## src/rtl/kv_pkg.sv

```systemverilog
`default_nettype none

package kv_pkg;

	// ----------------------------------------
	// table geometry
	// ----------------------------------------
	localparam int key_w      = 96;
	localparam int val_w      = 32;
	localparam int slot_w     = key_w + val_w;
	localparam int slots      = 4;
	localparam int line_w     = slot_w * slots;
	localparam int mask_w     = line_w / 8;
	localparam int addr_w     = 30;
	localparam int hash_w     = 32;
	// bucket index sits above these zero bits
	localparam int bucket_lsb = 6;
	localparam int slot_idx_w = $clog2(slots);

	// memory controller command codes
	localparam logic [2:0] cmd_write = 3'd0;
	localparam logic [2:0] cmd_read  = 3'd1;

	// request opcodes
	localparam logic op_set = 1'b1;
	localparam logic op_get = 1'b0;

	// write entry layout with the value at the bottom
	localparam int wr_key_lsb  = val_w;
	localparam int wr_slot_lsb = val_w + key_w;
	localparam int wr_addr_lsb = wr_slot_lsb + slot_idx_w;
	localparam int wr_entry_w  = wr_addr_lsb + addr_w;

	typedef logic [slot_w-1:0]     slot_t;
	typedef logic [wr_entry_w-1:0] wr_entry_t;
	typedef logic [key_w-1:0]      pend_entry_t;

endpackage

`default_nettype wire

```

## src/rtl/bucket_capture.sv

```systemverilog
`timescale 1ns/1ps
`default_nettype none

module bucket_capture (
	input  wire                                    ui_mig_clk,
	input  wire                                    ui_mig_rst,
	input  wire                                    app_rd_data_valid,
	input  wire  [kv_pkg::line_w-1:0]              app_rd_data,
	input  kv_pkg::pend_entry_t                    pend_head,
	input  logic                                   pend_empty,
	output logic                                   pend_pop,
	output logic                                   cap_valid,
	output logic [kv_pkg::key_w-1:0]               cap_key,
	output kv_pkg::slot_t [kv_pkg::slots-1:0]      cap_slots
);

	// each returned line belongs to the oldest pending get
	assign pend_pop = app_rd_data_valid && !pend_empty;

	always_ff @(posedge ui_mig_clk) begin
		if (ui_mig_rst)
			cap_valid <= 1'b0;
		else
			cap_valid <= app_rd_data_valid;
	end

	always_ff @(posedge ui_mig_clk) begin
		if (app_rd_data_valid) begin
			cap_key <= pend_head;
			for (int i = 0; i < kv_pkg::slots; i++)
				cap_slots[i] <= app_rd_data[i*kv_pkg::slot_w +: kv_pkg::slot_w];
		end
	end

	a_data_has_owner: assert property (@(posedge ui_mig_clk) disable iff (ui_mig_rst)
		app_rd_data_valid |-> !pend_empty);

endmodule

`default_nettype wire

```

## src/rtl/cmd_arbiter.sv

```systemverilog
`timescale 1ns/1ps
`default_nettype none

module cmd_arbiter (
	input  wire                          ui_mig_clk,
	input  wire                          ui_mig_rst,
	input  kv_pkg::wr_entry_t            wr_head,
	input  logic                         wr_empty,
	output logic                         wr_pop,
	input  logic [kv_pkg::addr_w-1:0]    rd_head,
	input  logic                         rd_empty,
	output logic                         rd_pop,
	input  wire                          app_rdy,
	input  wire                          app_wdf_rdy,
	output logic                         app_en,
	output logic [2:0]                   app_cmd,
	output logic [kv_pkg::addr_w-1:0]    app_addr,
	output logic                         app_wdf_wren,
	output logic                         app_wdf_end,
	output logic [kv_pkg::line_w-1:0]    app_wdf_data,
	output logic [kv_pkg::mask_w-1:0]    app_wdf_mask
);

	logic can_wr;
	logic can_rd;
	logic sel_wr;
	logic sel_rd;
	// high means writes go first when both compete
	logic wr_turn;
	logic [kv_pkg::slot_idx_w-1:0] wr_slot;
	logic [kv_pkg::line_w-1:0]     wide_slot;
	logic [kv_pkg::mask_w-1:0]     slot_bytes;

	assign can_wr = !wr_empty && app_rdy && app_wdf_rdy;
	assign can_rd = !rd_empty && app_rdy;
	assign sel_wr = can_wr && (!can_rd || wr_turn);
	assign sel_rd = can_rd && (!can_wr || !wr_turn);

	always_ff @(posedge ui_mig_clk) begin
		if (ui_mig_rst)
			wr_turn <= 1'b0;
		else if (can_wr && can_rd)
			wr_turn <= !wr_turn;
	end

	// ----------------------------------------
	// memory command
	// ----------------------------------------
	assign app_en   = sel_wr || sel_rd;
	assign app_cmd  = sel_wr ? kv_pkg::cmd_write : kv_pkg::cmd_read;
	assign app_addr = sel_wr ? wr_head[kv_pkg::wr_addr_lsb +: kv_pkg::addr_w] : rd_head;
	assign wr_pop   = sel_wr;
	assign rd_pop   = sel_rd;

	// place the slot and mask off the other slots
	assign wr_slot    = wr_head[kv_pkg::wr_slot_lsb +: kv_pkg::slot_idx_w];
	assign wide_slot  = {{(kv_pkg::line_w - kv_pkg::slot_w){1'b0}},
		wr_head[kv_pkg::wr_slot_lsb-1:0]};
	assign slot_bytes = {{(kv_pkg::mask_w - kv_pkg::slot_w / 8){1'b0}},
		{(kv_pkg::slot_w / 8){1'b1}}};

	assign app_wdf_data = wide_slot << (wr_slot * kv_pkg::slot_w);
	assign app_wdf_mask = ~(slot_bytes << (wr_slot * (kv_pkg::slot_w / 8)));
	assign app_wdf_wren = sel_wr;
	assign app_wdf_end  = sel_wr;

	a_wr_needs_wdf_rdy: assert property (@(posedge ui_mig_clk) disable iff (ui_mig_rst)
		(app_en && app_cmd == kv_pkg::cmd_write) |-> (app_wdf_rdy && app_wdf_wren));

endmodule

`default_nettype wire

```

## src/rtl/hit_resolver.sv

```systemverilog
`timescale 1ns/1ps
`default_nettype none

module hit_resolver (
	input  wire                                        ui_mig_clk,
	input  wire                                        ui_mig_rst,
	input  logic                                       stage_valid,
	input  logic [kv_pkg::slots-1:0]                   match,
	input  logic [kv_pkg::slots-1:0][kv_pkg::val_w-1:0] slot_value,
	output logic                                       out_valid,
	output logic [3:0]                                 out_flag,
	output logic [kv_pkg::val_w-1:0]                   out_value
);

	logic                     hit;
	logic [kv_pkg::val_w-1:0] sel_value;

	// walk downward so the lowest matching slot wins
	always_comb begin
		hit       = 1'b0;
		sel_value = '0;
		for (int i = kv_pkg::slots - 1; i >= 0; i--) begin
			if (match[i]) begin
				hit       = 1'b1;
				sel_value = slot_value[i];
			end
		end
	end

	always_ff @(posedge ui_mig_clk) begin
		if (ui_mig_rst)
			out_valid <= 1'b0;
		else
			out_valid <= stage_valid;
	end

	// miss returns zero value
	always_ff @(posedge ui_mig_clk) begin
		out_flag  <= {3'b000, stage_valid && hit};
		out_value <= (stage_valid && hit) ? sel_value : '0;
	end

	a_single_match: assert property (@(posedge ui_mig_clk) disable iff (ui_mig_rst)
		stage_valid |-> $onehot0(match));

endmodule

`default_nettype wire

```

## src/rtl/kv_cache_top.sv

```systemverilog
`timescale 1ns/1ps
`default_nettype none

module kv_cache_top #(
	parameter int queue_depth = 16
) (
	input  wire                          ui_mig_clk,
	input  wire                          ui_mig_rst,
	// host requests
	input  wire                          in_valid,
	input  wire                          in_op,
	input  wire  [kv_pkg::hash_w-1:0]    in_hash,
	input  wire  [kv_pkg::key_w-1:0]     in_key,
	input  wire  [kv_pkg::val_w-1:0]     in_value,
	output logic                         in_ready,
	// memory controller user side
	output logic                         app_en,
	output logic [2:0]                   app_cmd,
	output logic [kv_pkg::addr_w-1:0]    app_addr,
	input  wire                          app_rdy,
	output logic                         app_wdf_wren,
	output logic                         app_wdf_end,
	output logic [kv_pkg::line_w-1:0]    app_wdf_data,
	output logic [kv_pkg::mask_w-1:0]    app_wdf_mask,
	input  wire                          app_wdf_rdy,
	input  wire                          app_rd_data_valid,
	input  wire  [kv_pkg::line_w-1:0]    app_rd_data,
	// responses
	output logic                         out_valid,
	output logic [3:0]                   out_flag,
	output logic [kv_pkg::val_w-1:0]     out_value
);

	logic accept;
	logic set_push;
	logic get_push;
	logic [kv_pkg::addr_w-1:0] bucket_addr;
	kv_pkg::wr_entry_t         wr_entry;

	kv_pkg::wr_entry_t         wr_head;
	logic                      wr_empty, wr_full, wr_pop;
	logic [kv_pkg::addr_w-1:0] rd_head;
	logic                      rd_empty, rd_full, rd_pop;
	kv_pkg::pend_entry_t       pend_head;
	logic                      pend_empty, pend_full, pend_pop;

	logic                                cap_valid;
	logic [kv_pkg::key_w-1:0]            cap_key;
	kv_pkg::slot_t [kv_pkg::slots-1:0]   cap_slots;
	logic                                stage_valid;
	logic [kv_pkg::slots-1:0]            match;
	logic [kv_pkg::slots-1:0][kv_pkg::val_w-1:0] slot_value;

	// ----------------------------------------
	// request intake
	// ----------------------------------------
	assign in_ready = !wr_full && !rd_full && !pend_full;
	assign accept   = in_valid && in_ready;
	assign set_push = accept && (in_op == kv_pkg::op_set);
	assign get_push = accept && (in_op == kv_pkg::op_get);

	// bucket base is 64-byte aligned
	assign bucket_addr = {in_hash[kv_pkg::addr_w-1:kv_pkg::bucket_lsb],
		{kv_pkg::bucket_lsb{1'b0}}};
	assign wr_entry = {bucket_addr, in_hash[kv_pkg::slot_idx_w-1:0], in_key, in_value};

	req_queue #(
		.queue_depth (queue_depth),
		.payload_t   (kv_pkg::wr_entry_t)
	) u_wr_queue (
		.ui_mig_clk (ui_mig_clk),
		.ui_mig_rst (ui_mig_rst),
		.push       (set_push),
		.push_data  (wr_entry),
		.pop        (wr_pop),
		.head       (wr_head),
		.empty      (wr_empty),
		.full       (wr_full)
	);

	req_queue #(
		.queue_depth (queue_depth),
		.payload_t   (logic [kv_pkg::addr_w-1:0])
	) u_rd_queue (
		.ui_mig_clk (ui_mig_clk),
		.ui_mig_rst (ui_mig_rst),
		.push       (get_push),
		.push_data  (bucket_addr),
		.pop        (rd_pop),
		.head       (rd_head),
		.empty      (rd_empty),
		.full       (rd_full)
	);

	// keys wait here until their bucket comes back
	req_queue #(
		.queue_depth (queue_depth),
		.payload_t   (kv_pkg::pend_entry_t)
	) u_pend_queue (
		.ui_mig_clk (ui_mig_clk),
		.ui_mig_rst (ui_mig_rst),
		.push       (get_push),
		.push_data  (in_key),
		.pop        (pend_pop),
		.head       (pend_head),
		.empty      (pend_empty),
		.full       (pend_full)
	);

	cmd_arbiter u_cmd_arbiter (
		.ui_mig_clk   (ui_mig_clk),
		.ui_mig_rst   (ui_mig_rst),
		.wr_head      (wr_head),
		.wr_empty     (wr_empty),
		.wr_pop       (wr_pop),
		.rd_head      (rd_head),
		.rd_empty     (rd_empty),
		.rd_pop       (rd_pop),
		.app_rdy      (app_rdy),
		.app_wdf_rdy  (app_wdf_rdy),
		.app_en       (app_en),
		.app_cmd      (app_cmd),
		.app_addr     (app_addr),
		.app_wdf_wren (app_wdf_wren),
		.app_wdf_end  (app_wdf_end),
		.app_wdf_data (app_wdf_data),
		.app_wdf_mask (app_wdf_mask)
	);

	// ----------------------------------------
	// lookup pipeline
	// ----------------------------------------
	bucket_capture u_bucket_capture (
		.ui_mig_clk        (ui_mig_clk),
		.ui_mig_rst        (ui_mig_rst),
		.app_rd_data_valid (app_rd_data_valid),
		.app_rd_data       (app_rd_data),
		.pend_head         (pend_head),
		.pend_empty        (pend_empty),
		.pend_pop          (pend_pop),
		.cap_valid         (cap_valid),
		.cap_key           (cap_key),
		.cap_slots         (cap_slots)
	);

	for (genvar g = 0; g < kv_pkg::slots; g++) begin : g_slot
		slot_compare u_slot_compare (
			.ui_mig_clk (ui_mig_clk),
			.ui_mig_rst (ui_mig_rst),
			.cap_valid  (cap_valid),
			.cap_key    (cap_key),
			.slot       (cap_slots[g]),
			.match      (match[g]),
			.slot_value (slot_value[g])
		);
	end

	// keep valid aligned with the comparator stage
	always_ff @(posedge ui_mig_clk) begin
		if (ui_mig_rst)
			stage_valid <= 1'b0;
		else
			stage_valid <= cap_valid;
	end

	hit_resolver u_hit_resolver (
		.ui_mig_clk  (ui_mig_clk),
		.ui_mig_rst  (ui_mig_rst),
		.stage_valid (stage_valid),
		.match       (match),
		.slot_value  (slot_value),
		.out_valid   (out_valid),
		.out_flag    (out_flag),
		.out_value   (out_value)
	);

endmodule

`default_nettype wire

```

## src/rtl/req_queue.sv

```systemverilog
`timescale 1ns/1ps
`default_nettype none

module req_queue #(
	parameter int  queue_depth = 16,
	parameter type payload_t   = logic
) (
	input  wire      ui_mig_clk,
	input  wire      ui_mig_rst,
	input  logic     push,
	input  payload_t push_data,
	input  logic     pop,
	output payload_t head,
	output logic     empty,
	output logic     full
);

	localparam int ptr_w = $clog2(queue_depth);

	payload_t mem [queue_depth];
	logic [ptr_w-1:0] wr_ptr;
	logic [ptr_w-1:0] rd_ptr;
	logic [ptr_w:0]   count;

	// entry storage
	always_ff @(posedge ui_mig_clk) begin
		if (push)
			mem[wr_ptr] <= push_data;
	end

	always_ff @(posedge ui_mig_clk) begin
		if (ui_mig_rst) begin
			wr_ptr <= '0;
			rd_ptr <= '0;
			count  <= '0;
		end else begin
			if (push)
				wr_ptr <= wr_ptr + 1'b1;
			if (pop)
				rd_ptr <= rd_ptr + 1'b1;
			// simultaneous push and pop leaves occupancy alone
			if (push && !pop)
				count <= count + 1'b1;
			else if (pop && !push)
				count <= count - 1'b1;
		end
	end

	assign head  = mem[rd_ptr];
	assign empty = (count == '0);
	assign full  = (count == queue_depth[ptr_w:0]);

	a_no_overflow: assert property (@(posedge ui_mig_clk) disable iff (ui_mig_rst)
		push |-> !full);
	a_no_underflow: assert property (@(posedge ui_mig_clk) disable iff (ui_mig_rst)
		pop |-> !empty);

endmodule

`default_nettype wire

```

## src/rtl/slot_compare.sv

```systemverilog
`timescale 1ns/1ps
`default_nettype none

module slot_compare (
	input  wire                       ui_mig_clk,
	input  wire                       ui_mig_rst,
	input  logic                      cap_valid,
	input  logic [kv_pkg::key_w-1:0]  cap_key,
	input  kv_pkg::slot_t             slot,
	output logic                      match,
	output logic [kv_pkg::val_w-1:0]  slot_value
);

	// key in the upper part of the slot
	always_ff @(posedge ui_mig_clk) begin
		if (ui_mig_rst)
			match <= 1'b0;
		else
			match <= cap_valid && (slot[kv_pkg::slot_w-1:kv_pkg::val_w] == cap_key);
	end

	always_ff @(posedge ui_mig_clk) begin
		slot_value <= slot[kv_pkg::val_w-1:0];
	end

endmodule

`default_nettype wire

```

## config.mk

```make
export PLATFORM = sky130hd
export DESIGN_NAME = kv_cache_top
export DESIGN_NICKNAME = d
export VERILOG_FILES = /design/src/rtl/kv_pkg.sv /design/src/rtl/bucket_capture.sv /design/src/rtl/cmd_arbiter.sv /design/src/rtl/hit_resolver.sv /design/src/rtl/kv_cache_top.sv /design/src/rtl/req_queue.sv /design/src/rtl/slot_compare.sv
export SDC_FILE = /design/constraint.sdc
export NUM_CORES = 2
export LEC_CHECK = 0
export BUFFER_PORTS_ARGS = -buffer_cell sky130_fd_sc_hd__buf_2
export CELL_PAD_IN_SITES_DETAIL_PLACEMENT = 0
export CELL_PAD_IN_SITES_GLOBAL_PLACEMENT = 1
export CORE_MARGIN = 3
export CORE_UTILIZATION = 30
export CTS_CLUSTER_DIAMETER = 40
export DETAILED_ROUTE_END_ITERATION = 10
export PLACE_DENSITY = 0.5
export SETUP_SLACK_MARGIN = 0.5
export SLEW_MARGIN = 30
export SYNTH_ARGS = -nofsm -noshare
export SYNTH_HDL_FRONTEND = slang
export SYNTH_MEMORY_MAX_BITS = 65536
export SYNTH_SLANG_ARGS = --single-unit
```

## constraint.sdc

```tcl
create_clock -name ui_mig_clk -period 16.9 [get_ports ui_mig_clk]
set_input_delay 1.69 -clock ui_mig_clk [delete_from_list [all_inputs] [get_ports ui_mig_clk]]
set_output_delay 1.69 -clock ui_mig_clk [all_outputs]
set_load 0.005 [all_outputs]
```

==> impl_metrics.toml <==
[sta]
max_freq_ghz = 0.1124
fin_skew_ps = 114.5
tightest_slew_ps = 1016
layout_min_cycle_time_ps = 8893
max_slew_margin = 0.3228
whs_ps = 321.8
drv_slew = 0
rsz0062_at_grt = "false"
fin_crit_sh = 0.5262
setup_violations = 0
hold_viol_final = 0
fin_setup_tns_ps = 0

[detailed_routing]
wl_per_cell_um = 31.79
postRouteWirelength_um = 639000
drt_iter0_markers = 10270
vias = 100400
viasPerCell = 4.996
postRouteAntennaNets = 0
dr.pass1.iters = 5
drc_errors = 0

[synthesis]
yosys.area.top_type = "edfxtp_1"
synth-edff-count = 4992
synthTopCellsByArea = "edfxtp_1 75%, mux4_2 15%, dfxtp_1 2.2%"
synth_top_area_share = 0.7545
syn-cell-area_sq_um = 198700
synth-seq-cells = 5208
synth_cell_types = 56
yosys_warnings = 0
async_reset_ff_frac = 0
syn-instance-count = 8837
ys_seq_area_frac = 0.7762
ys.flop_type = "edfxtp_1"
syn_avg_cell_area_sq_um = 22.48

[floorplanning]
start_util = 0.3014
die_w_um = 819.8
row_count = 298
die_h_um = 819.8
core_area_sq_um = 659200
top_level_ports = 1329
dieArea_sq_um = 672100

[power]
p_sw_mw = 9.493
comb_power_share = 0.138
p_leak_nw = 79.21
switching_share = 0.2595
p_int_mw = 27.09
pwr-share-clk = 0.451
irDropWorstVdd_uv = 130.0
power_density_nw_per_um2 = 150.1
power_frac_seq = 0.411

[layout]
final_util = 0.3697
drive_gt1_frac = 0.3732
num-nets-final = 11370
area.growth.synth_to_final_pct = 22.66

[clocking]
clockRootBuffer = "clkbuf_16"
cts_sinks = 5208
cts_setup_buffers = 0
cts.repair.resized = 0
clockBufferDepth = 4
cts_made_buffers = 779
cts_htree_levels = 6
clk_pin_slew_worst_paths_ps = 60
hold_buffers = 0
tritoncts = "yes"
clock_latency_ps = 1140

[min_path]
hold_depth = 0
holdCritPathClass = "reg -> reg"

[worst_setup_path]
worst_setup_path_start_kind = "flop"
crit_path_end_kind = "output pin"
worstPathRequired_ps = 15210
critPathKind = "reg -> out"
crit_arrival_ps = 7200
worst-r2r-cell-count = 7
cp_max_fo = 44

[global_routing]
grt_usage = 0.1844
grt_pass1_wl_um = 868000
overflow = 0
grt_max_degree = 156
antenna_found_initial = 182
grt_pass1_vias = 104900

[run_status]
status = "complete, no violations"

[placed_design]
gp_congestion = 0.9008
hpwl_um = 385300
io_buffers = 1311

[run]
cap_violations = 0
==> kinds of logic (layout without fill, tap and decap cells) <==
family | after synthesis | in the layout | synth area share
buffers and inverters | 617 | 3099 | 0.01539
AO/OA/AOI/OAI | 303 | 303 | 0.01137
adder cells (fa/ha/maj) | 30 | 30 | 0.002002
multiplexers | 1364 | 1364 | 0.1519
AND/OR/NAND/NOR | 1048 | 1048 | 0.03142
other | 1 | 81 | 0.00001887
XOR/XNOR | 266 | 266 | 0.01173
flip-flops | 5208 | 5208 | 0.7762
==> layout by cell type (no fill, tap or decap), drive strengths merged, types with 7 or more instances in the layout <==
master       n
a2111oi     18
a211oi       9
a21o         7
a21oi       58
a221oi      34
a22o        15
a22oi       51
a31oi        9
and2       388
and3       181
buf       1543
bufinv     100
clkbuf     884
clkinv     288
clkinvlp    77
conb        11
dfxtp      216
diode       70
edfxtp    4992
ha          27
inv        207
mux2i       41
mux4      1320
nand2       31
nand2b      91
nand3        8
nand4       73
nor2        80
nor2b       94
nor3        43
nor4        46
o2111ai     30
o21ai       10
o221ai      10
o22ai       23
o2bb2ai      7
xnor2      194
xor2        72
==> per-layer routing <==
layer | vias up | GRT usage | share of wire
met2 | 3995 | 0.3063 | 0.49
met1 | 54650 | 0.2517 | 0.42
met3 | 974 | 0.03111 | 0.062
met5 | - | 0 | 0.00039
met4 | 40 | 0.04898 | 0.028
li1 | 40770 | - | -
==> metrics by stage <==
step                cell area (sq um)  total power, mW  cells  setup slack [ps]
global placement               215700            20.39  18550              8544
detailed placement             216000            20.45  18560              8487
global route                   243600            37.89  20050              7344
CTS                            243300            37.06  20020              7273
floorplan                      198700            18.14   8847              3225
finish                         243700            36.58  20100              8007
==> synth_stat cells, drive strengths merged, types with 8 or more instances <==
library cell / instances
a2111oi: 18
a211oi: 9
a21oi: 58
a221oi: 34
a22o: 15
a22oi: 51
a31oi: 9
and2: 388
and3: 181
buf: 320
clkbuf: 195
dfxtp: 216
edfxtp: 4992
ha: 27
inv: 101
mux2i: 41
mux4: 1320
nand2: 31
nand2b: 91
nand3: 8
nand4: 73
nor2: 80
nor2b: 94
nor3: 43
nor4: 46
o2111ai: 30
o21ai: 10
o221ai: 10
o22ai: 23
xnor2: 194
xor2: 72
==> cell type report <==
class	count	area [sq um]
fill	60160	415500
sequential	5208	154300
multi-input combinational	3022	41830
clock buffer	884	20090
tap	8700	10890
timing repair buffer	1543	8957
clock inverter	570	7138
inverter	102	382.9
antenna	70	175.2
==> registers in the layout, indices dropped and copies added (netlist names), 32 cells and up, named ones only <==
| name | flops |
|---|---|
| u_pend_queue.mem | 1536 |
| g_slot.u_slot_compare.slot_value | 128 |
| u_wr_queue.mem | 2464 |
| u_bucket_capture.cap_slots | 512 |
| u_rd_queue.mem | 384 |
| u_hit_resolver.out_value | 32 |
| u_bucket_capture.cap_key | 96 |
==> critical path, stage by stage, from the launching register on <==
cell	delay, ps
dfxtp_4	890
buf_4	550
buf_4	550
buf_4	720
buf_4	770
buf_6	630
mux4_2	590
mux4_2	740
and3_1	300
buf_2	120
==> worst paths after layout <==
path,startpoint,end,slack [ps]
worst min register to register,u_bucket_capture.cap_slots[4],g_slot[0].u_slot_compare.slot_value[4],320
worst min-delay path,u_bucket_capture.cap_slots[4],g_slot[0].u_slot_compare.slot_value[4],320
worst max-delay path,flop,app_wdf_data[447],8010
worst max register to register,u_rd_queue.count[0],u_wr_queue.mem[7][126],11510
==> power by group through the flow <==
stage	clock (mW)	combinational (mW)	sequential (mW)
floorplan	0	3.11	15.0
global placement	0	5.07	15.3
detailed placement	0	5.13	15.3
CTS	16.8	5.15	15.1
global route	17.4	5.40	15.1
finish	16.5	5.04	15.0
Note: power is estimated with default switching activity, not from simulation.
